### config.mk
export PLATFORM = sky130hd
export DESIGN_NAME = xstage_flat
export DESIGN_NICKNAME = d
export VERILOG_FILES = /design/src/verilog/xversat_pkg.sv /design/src/verilog/xstage_bus_if.sv /design/src/verilog/xalu_fu.sv /design/src/verilog/xstage_mem.sv /design/src/verilog/xiter_counter.sv /design/src/verilog/xrun_ctrl.sv /design/src/verilog/xstage.sv /design/src/flat_wrapper.sv
export SDC_FILE = /design/constraint.sdc
export NUM_CORES = 1
export LEC_CHECK = 0
export BUFFER_PORTS_ARGS = -buffer_cell sky130_fd_sc_hd__buf_2
export CAP_MARGIN = 20
export CORE_ASPECT_RATIO = 1.75
export CORE_MARGIN = 8
export CORE_UTILIZATION = 56
export DETAILED_ROUTE_END_ITERATION = 16
export PLACE_DENSITY_LB_ADDON = 0.2
export SYNTH_ARGS = -nofsm -noshare
export SYNTH_HDL_FRONTEND = slang
export SYNTH_SLANG_ARGS = --single-unit
### constraint.sdc
create_clock -name clk -period 4.69 [get_ports clk]
set_clock_uncertainty 0.05 [all_clocks]
set_input_delay 0.2345 -clock clk [delete_from_list [all_inputs] [get_ports clk]]
set_output_delay 0.2345 -clock clk [all_outputs]
set_load 0.01 [all_outputs]
### src/verilog/xversat_pkg.sv
`default_nettype none

package xversat_pkg;

   // word and host address widths
   localparam int DATA_W = 32;
   localparam int ADDR_W = 9;

   // array shape
   localparam int N_STAGE   = 4;
   localparam int N_STAGE_W = 2;

   // 32 words per stage memory, lengths 1 to 32
   localparam int MEM_ADDR_W = 5;
   localparam int LEN_W      = 6;

   // address map
   localparam int RUN_BIT   = 8;
   localparam int STAGE_LSB = 6;
   localparam int CFG_BIT   = 5;

   // config register indices inside a stage
   localparam logic [CFG_BIT-1:0] CFG_OP     = 5'd0;
   localparam logic [CFG_BIT-1:0] CFG_STATUS = 5'd1;

   typedef logic [DATA_W-1:0] data_t;

   typedef logic [MEM_ADDR_W-1:0] idx_t;

   // sub is own minus flow
   typedef enum logic [2:0] {
      OP_ADD       = 3'd0,
      OP_SUB       = 3'd1,
      OP_AND       = 3'd2,
      OP_OR        = 3'd3,
      OP_XOR       = 3'd4,
      OP_PASS_OWN  = 3'd5,
      OP_PASS_FLOW = 3'd6
   } op_e;

endpackage

`default_nettype wire

### src/verilog/xstage_bus_if.sv
`timescale 1ns/1ps
`default_nettype none

interface xstage_bus_if
   import xversat_pkg::*;
   ();

   // host access, already steered to this stage
   logic                 sel;
   logic                 we;
   logic [STAGE_LSB-1:0] addr;
   data_t                wr_data;
   data_t                rd_data;

   // run broadcast and completion
   logic                 run;
   logic [LEN_W-1:0]     run_len;
   logic                 done;

   modport host (
      output sel, we, addr, wr_data, run, run_len,
      input  rd_data, done
   );

   modport stage (
      input  sel, we, addr, wr_data, run, run_len,
      output rd_data, done
   );

endinterface

`default_nettype wire

### src/verilog/xalu_fu.sv
`timescale 1ns/1ps
`default_nettype none

module xalu_fu
   import xversat_pkg::*;
   (
   input  wire op_e   op,
   input  wire data_t own,
   input  wire data_t flow,
   output data_t      result
   );

   always_comb begin
      case (op)
         OP_ADD: begin
            result = own + flow;
         end
         OP_SUB: begin
            result = own - flow;
         end
         OP_AND: begin
            result = own & flow;
         end
         OP_OR: begin
            result = own | flow;
         end
         OP_XOR: begin
            result = own ^ flow;
         end
         OP_PASS_OWN: begin
            result = own;
         end
         OP_PASS_FLOW: begin
            result = flow;
         end
         // unused code 7 lands here
         default: begin
            result = '0;
         end
      endcase
   end

endmodule

`default_nettype wire

### src/verilog/xstage_mem.sv
`timescale 1ns/1ps
`default_nettype none

module xstage_mem
   import xversat_pkg::*;
   (
   input  wire logic  clk,
   input  wire logic  host_we,
   input  wire idx_t  host_idx,
   input  wire data_t host_data,
   input  wire logic  wb_we,
   input  wire idx_t  wb_idx,
   input  wire data_t wb_data,
   input  wire idx_t  rd_idx,
   output data_t      rd_data
   );

   data_t mem [2**MEM_ADDR_W];

   // writeback wins over the host
   always_ff @(posedge clk) begin
      if (wb_we) begin
         mem[wb_idx] <= wb_data;
      end else if (host_we) begin
         mem[host_idx] <= host_data;
      end
   end

   assign rd_data = mem[rd_idx];

   assert property (@(posedge clk)
      !((host_we === 1'b1) && (wb_we === 1'b1)));

endmodule

`default_nettype wire

### src/verilog/xiter_counter.sv
`timescale 1ns/1ps
`default_nettype none

module xiter_counter
   import xversat_pkg::*;
   (
   input  wire logic             clk,
   input  wire logic             rst_n,
   input  wire logic             start,
   input  wire logic             en,
   input  wire logic [LEN_W-1:0] run_len,
   output idx_t                  idx,
   output logic                  last
   );

   logic [LEN_W-1:0] len_q;

   always_ff @(posedge clk) begin
      if (!rst_n) begin
         idx   <= '0;
         len_q <= '0;
      end else if (start) begin
         idx   <= '0;
         len_q <= run_len;
      end else if (en && !last) begin
         idx <= idx + 1'b1;
      end
   end

   // hold at the final index until the next start
   assign last = en & (LEN_W'(idx) == len_q - 1'b1);

   assert property (@(posedge clk) disable iff (!rst_n)
      en |-> (LEN_W'(idx) < len_q));

endmodule

`default_nettype wire

### src/verilog/xrun_ctrl.sv
`timescale 1ns/1ps
`default_nettype none

module xrun_ctrl (
   input  wire logic clk,
   input  wire logic rst_n,
   input  wire logic run,
   input  wire logic last,
   output logic      busy,
   output logic      count_en,
   output logic      drain
   );

   typedef enum logic [1:0] {
      IDLE  = 2'd0,
      RUN   = 2'd1,
      DRAIN = 2'd2
   } state_e;

   state_e state_q;
   state_e state_d;

   always_comb begin
      state_d = state_q;
      case (state_q)
         // run strobes while busy are dropped
         IDLE: if (run) state_d = RUN;
         RUN: if (last) state_d = DRAIN;
         DRAIN: state_d = IDLE;
         default: state_d = IDLE;
      endcase
   end

   always_ff @(posedge clk) begin
      if (!rst_n) begin
         state_q <= IDLE;
      end else begin
         state_q <= state_d;
      end
   end

   assign busy     = (state_q != IDLE);
   assign count_en = (state_q == RUN);
   assign drain    = (state_q == DRAIN);

   // counter must stay quiet outside a run
   assert property (@(posedge clk) disable iff (!rst_n)
      (state_q == IDLE) |-> !last);

endmodule

`default_nettype wire

### src/verilog/xstage.sv
`timescale 1ns/1ps
`default_nettype none

module xstage
   import xversat_pkg::*;
   (
   input  wire logic   clk,
   input  wire logic   rst_n,
   xstage_bus_if.stage bus,
   input  wire data_t  flow_in,
   input  wire logic   flow_valid_in,
   output data_t       flow_out,
   output logic        flow_valid_out
   );

   logic  busy;
   logic  count_en;
   logic  last;
   logic  start;
   logic  done;
   logic  done_q;
   logic  cfg_sel;
   logic  mem_we;
   logic  op_we;
   logic  rd_valid_q;
   idx_t  run_idx;
   idx_t  host_idx;
   idx_t  rd_idx;
   idx_t  idx_q;
   data_t own_word;
   data_t own_q;
   data_t result;
   op_e   op_q;

   // local decode
   assign cfg_sel  = bus.addr[CFG_BIT];
   assign host_idx = bus.addr[MEM_ADDR_W-1:0];
   assign mem_we   = bus.sel & bus.we & ~cfg_sel & ~busy;
   assign op_we    = bus.sel & bus.we & cfg_sel & (bus.addr[CFG_BIT-1:0] == CFG_OP);

   assign start  = bus.run & ~busy;
   assign rd_idx = busy ? run_idx : host_idx;

   xrun_ctrl run_ctrl (
      .clk      (clk),
      .rst_n    (rst_n),
      .run      (bus.run),
      .last     (last),
      .busy     (busy),
      .count_en (count_en),
      .drain    ()
   );

   xiter_counter iter_counter (
      .clk     (clk),
      .rst_n   (rst_n),
      .start   (start),
      .en      (count_en),
      .run_len (bus.run_len),
      .idx     (run_idx),
      .last    (last)
   );

   xstage_mem mem (
      .clk       (clk),
      .host_we   (mem_we),
      .host_idx  (host_idx),
      .host_data (bus.wr_data),
      .wb_we     (rd_valid_q),
      .wb_idx    (idx_q),
      .wb_data   (result),
      .rd_idx    (rd_idx),
      .rd_data   (own_word)
   );

   xalu_fu alu (
      .op     (op_q),
      .own    (own_q),
      .flow   (flow_in),
      .result (result)
   );

   // read to writeback pipeline register
   always_ff @(posedge clk) begin
      own_q <= own_word;
      idx_q <= run_idx;
   end

   always_ff @(posedge clk) begin
      if (!rst_n) begin
         rd_valid_q <= 1'b0;
         done_q     <= 1'b1;
         op_q       <= OP_PASS_OWN;
      end else begin
         rd_valid_q <= count_en;
         done_q     <= ~busy;
         if (op_we) begin
            op_q <= op_e'(bus.wr_data[2:0]);
         end
      end
   end

   // falls with busy, rises one cycle after idle
   assign done     = done_q & ~busy;
   assign bus.done = done;

   assign flow_out       = own_q;
   assign flow_valid_out = rd_valid_q;

   always_comb begin
      bus.rd_data = '0;
      if (!cfg_sel) begin
         bus.rd_data = own_word;
      end else if (bus.addr[CFG_BIT-1:0] == CFG_OP) begin
         bus.rd_data = data_t'(op_q);
      end else if (bus.addr[CFG_BIT-1:0] == CFG_STATUS) begin
         bus.rd_data = data_t'(done);
      end
   end

   // neighbour must be in the same pipeline slot
   assert property (@(posedge clk) disable iff (!rst_n)
      flow_valid_in == rd_valid_q);

endmodule

`default_nettype wire

### src/flat_wrapper.sv
// flat-port wrapper written by rule: the top's interface ports become plain ports
module xstage_flat import xversat_pkg::*;
  (clk, rst_n, flow_in, flow_valid_in, flow_out, flow_valid_out, bus_sel, bus_we, bus_addr, bus_wr_data, bus_run, bus_run_len, bus_rd_data, bus_done);
  xstage_bus_if bus_i ();
  input  wire logic clk;
  input  wire logic rst_n;
  input  wire data_t flow_in;
  input  wire logic flow_valid_in;
  output data_t flow_out;
  output logic flow_valid_out;
  input wire logic [$bits(bus_i.sel)-1:0] bus_sel;
  input wire logic [$bits(bus_i.we)-1:0] bus_we;
  input wire logic [$bits(bus_i.addr)-1:0] bus_addr;
  input wire logic [$bits(bus_i.wr_data)-1:0] bus_wr_data;
  input wire logic [$bits(bus_i.run)-1:0] bus_run;
  input wire logic [$bits(bus_i.run_len)-1:0] bus_run_len;
  output wire logic [$bits(bus_i.rd_data)-1:0] bus_rd_data;
  output wire logic [$bits(bus_i.done)-1:0] bus_done;
  assign bus_i.sel = bus_sel;
  assign bus_i.we = bus_we;
  assign bus_i.addr = bus_addr;
  assign bus_i.wr_data = bus_wr_data;
  assign bus_i.run = bus_run;
  assign bus_i.run_len = bus_run_len;
  assign bus_rd_data = bus_i.rd_data;
  assign bus_done = bus_i.done;
  xstage u_core (.clk(clk), .rst_n(rst_n), .bus(bus_i), .flow_in(flow_in), .flow_valid_in(flow_valid_in), .flow_out(flow_out), .flow_valid_out(flow_valid_out));
endmodule
==> results.yml <==
status:
  status: "completed"
floorplan:
  die_area_sq_um: 92900
  start_util_pct: 56.2
  ioPinCount: 148
  die_w_microns: 234
  die_y_microns: 397
  num_rows: 140
  core_area_sq_um: 82700
routing:
  finalWirelength_microns: 129000
  wire_per_inst_microns: 31.3
  vias: 26500
  ant_nets: 0
  drt_iter0_drc: 2427
  viasPerCell: 6.44
  drc: 0
  detail_route.first_pass.iterations: 5
clocking:
  cts_tree: "built"
  cts_root_buf: "clkbuf_16"
  cts_setup_buffers: 0
  cts_buffer_depth: 3
  clk_pin_slew_ps: 70
  numCtsBuffers: 90
  clk_latency_ps: 670
  h-tree-depth: 3
  cts.sinks: 1079
synthesis:
  async_reset_ff_share_pct: 0
  synth_area_per_cell_sq_um: 17.4
  synth_seq_cells: 1079
  synth_area_leader_cell: "edfxtp_1"
  synth-edff-count: 1024
  syn_nets: 2847
  syn-instance-count: 2666
  synth.top_cell.area_share_pct: 66.1
  synthFlopType: "edfxtp_1"
  netlist_area_sq_um: 46500
  seq_area_frac_synth_pct: 68.5
  yosysWarnings: 0
  synth_area_leaders: "edfxtp_1, mux4_2, ha_1"
  synth.distinct_cells: 71
placement:
  place_ws_ps: 185
  gp_congestion: 0.997
  hpwl_microns: 82400
  port_buffers: 146
final_layout:
  fin_nets: 3158
  fillers: 5751
  layout_common_cells: "edfxtp_1, mux4_2, buf_2"
  syn2layout_area_growth_pct: 15.0
  utilization_pct: 64.7
  final_common_cell: "edfxtp_1"
  final_layout_size_suffix_gt1_share_pct: 29.3
timing:
  slew_headroom_pct: 21.7
  tightest_slew_ps: 1170
  min_period_ps: 4410
  worst_slack_ps: 283
  setup_violations: 0
  fin_crit_sh_pct: 94.0
  rsz0062_at_grt: "no"
  drv_slew: 0
  clock.fmax_mhz: 227
  fin_tns_setup_ps: 0
  hold_violations: 0
setup_path:
  cp_common_cell: "buf_4"
  crit_buf_inv: 5
  r2r_slack_ps: 280
  required_ps: 5030
  crit_path_top_delay_cell: "o31ai_1"
  cp.arrival_ps: 4750
  r2r_cells: 17
  crit_type: "register to register"
  cp_num_cells: 17
  critPathMaxFanout: 32
  setup.worst_path.start_class: "register"
  path_delay_family: "compound AO/OA/AOI/OAI gates"
  cp_cell_sequence: "nor2_1 > nand2_1 > buf_4 > nor2_1 > a21o_1 > inv_1 > ha_1 > nor2b_1 > o211ai_1 > a211oi_1 > buf_4 > o31ai_1 > a31oi_1 > buf_4 > xnor2_1 > o221ai_2 > buf_12"
  critPathCaptureType: "register"
  slowest_delay_ps: 920
grt:
  grt_pass1_vias: 27000
  grt_pass1_wl_microns: 185000
  grt_overflow: 0
  grt_max_degree: 63
  grt_usage_pct: 27.9
  antenna_found_initial: 6
power:
  p_leak_nw: 18.0
  power_density_nw_per_um2: 415
  pwr-share-seq_pct: 50.7
  clockPowerShare_pct: 33.0
  irDropWorstVdd_v: 0.000345
  swShare_pct: 25.6
  power.internal_mw: 16.5
  p_sw_mw: 5.67
  pwr-share-comb_pct: 16.3
min_path:
  hold_class: "input pin to register"
  hold_depth: 4
run:
  maxCapViolations: 0
==> cell usage after synthesis (18+ instances only) <==
cell / number
a21oi_1: 77
a221oi_1: 24
a221oi_2: 19
a22oi_1: 18
a31oi_1: 21
buf_2: 49
clkbuf_1: 64
dfxtp_1: 55
edfxtp_1: 1024
ha_1: 98
inv_1: 81
mux2_2: 97
mux2i_1: 111
mux4_2: 232
nand2_1: 129
nor2_1: 109
nor2b_1: 45
o21ai_0: 81
o22ai_1: 51
xnor2_1: 51
==> final timing paths <==
| kind | endpoint | from |
|---|---|---|
| max reg2reg | u_core.mem.mem[19][31]$_DFFE_PP_ | u_core.op_q[2]$_SDFFE_PN1P_ |
| max | u_core.mem.mem[19][31]$_DFFE_PP_ | u_core.op_q[2]$_SDFFE_PN1P_ |
| min | u_core.run_ctrl.state_q[0]$_SDFFE_PN0P_ | bus_run |
| min reg2reg | u_core.idx_q[4]$_DFF_P_ | u_core.iter_counter.idx[4]$_SDFFE_PP0P_ |
==> final cells by class <==
| type | count | area, sq um | share of cell area, % |
|---|---|---|---|
| Antenna cell | 2 | 5.00 | 0.00936 |
| Multi-Input combinational cell | 1364 | 14000 | 26.3 |
| Sequential cell | 1079 | 31900 | 59.6 |
| Tap cell | 1065 | 1330 | 2.49 |
| Clock inverter | 51 | 445 | 0.833 |
| Timing Repair Buffer | 360 | 3100 | 5.79 |
| Inverter | 82 | 308 | 0.576 |
| Clock buffer | 111 | 2370 | 4.44 |
==> per-stage QoR <==
| stage | instances | area (sq um) | power [mW] | hold WS [ps] |
|---|---|---|---|---|
| after floorplan | 2666 | 46500 | 13.5 | 246 |
| after global placement | 3929 | 50400 | 14.9 | 359 |
| after detailed placement | 3930 | 50400 | 15.0 | 350 |
| after CTS | 4108 | 53400 | 22.3 | 28.5 |
| after global routing | 4113 | 53500 | 22.9 | 82.2 |
| final | 4114 | 53500 | 22.2 | 72.1 |
==> layer usage <==
metal	track usage, %	part of all wire, %	vias to the layer above
li1	-	-	11300
met1	34.2	37	13700
met2	48.9	52	1173
met3	3.56	6.4	280
met4	12.5	4.9	0
met5	0	0	-
==> what timing repair did <==
action	4_1_cts	5_1_grt
setup endpoints to repair	0	0
endpoints found under the hold margin	17	3
resized for setup	0	0
hold buffers	16	1
==> cells by family (layout without fill, tap and decap cells) <==
logic type      after synthesis  after routing  synth area share (%)
buf+inv                     223            604                  2.21
other cells                   0              2                     0
xor+xnor                     61             61                  1.15
fa+ha+maj                    99             99                  2.68
simple gates                382            382                  3.86
compound gates              382            382                  5.64
flops                      1079           1079                  68.5
mux                         440            440                  16.0
==> power by group through the flow <==
| stage | Sequential (mW) | Clock, mW | Combinational, mW |
|---|---|---|---|
| 2_1_floorplan | 11.5 | 0 | 2.03 |
| 3_3_place_gp | 11.4 | 0 | 3.44 |
| 3_5_place_dp | 11.5 | 0 | 3.55 |
| 4_1_cts | 11.2 | 7.44 | 3.58 |
| 5_1_grt | 11.2 | 7.77 | 3.88 |
| 6_report | 11.2 | 7.32 | 3.60 |
==> registers in the layout, summed over array words and instances, names as in the netlist <==
name	count
u_core.done_q	1
u_core.flow_out	32
u_core.flow_valid_out	1
u_core.idx_q	5
u_core.iter_counter.idx	5
u_core.iter_counter.len_q	6
u_core.mem.mem	1024
u_core.op_q	3
u_core.run_ctrl.state_q	2
==> worst reg2reg max path: cells and delay by family (launching register included) <==
kind / cells / cell delay (ps)
xor gates and xnor gates: 1 / 180
AOI/OAI and AO/OA: 6 / 1750
buffers and inverters: 5 / 840
and+or+nand+nor: 4 / 700
adders and majority gates: 1 / 250
DFF: 1 / 340
No activity file was read; power rests on OpenSTA's default activity.
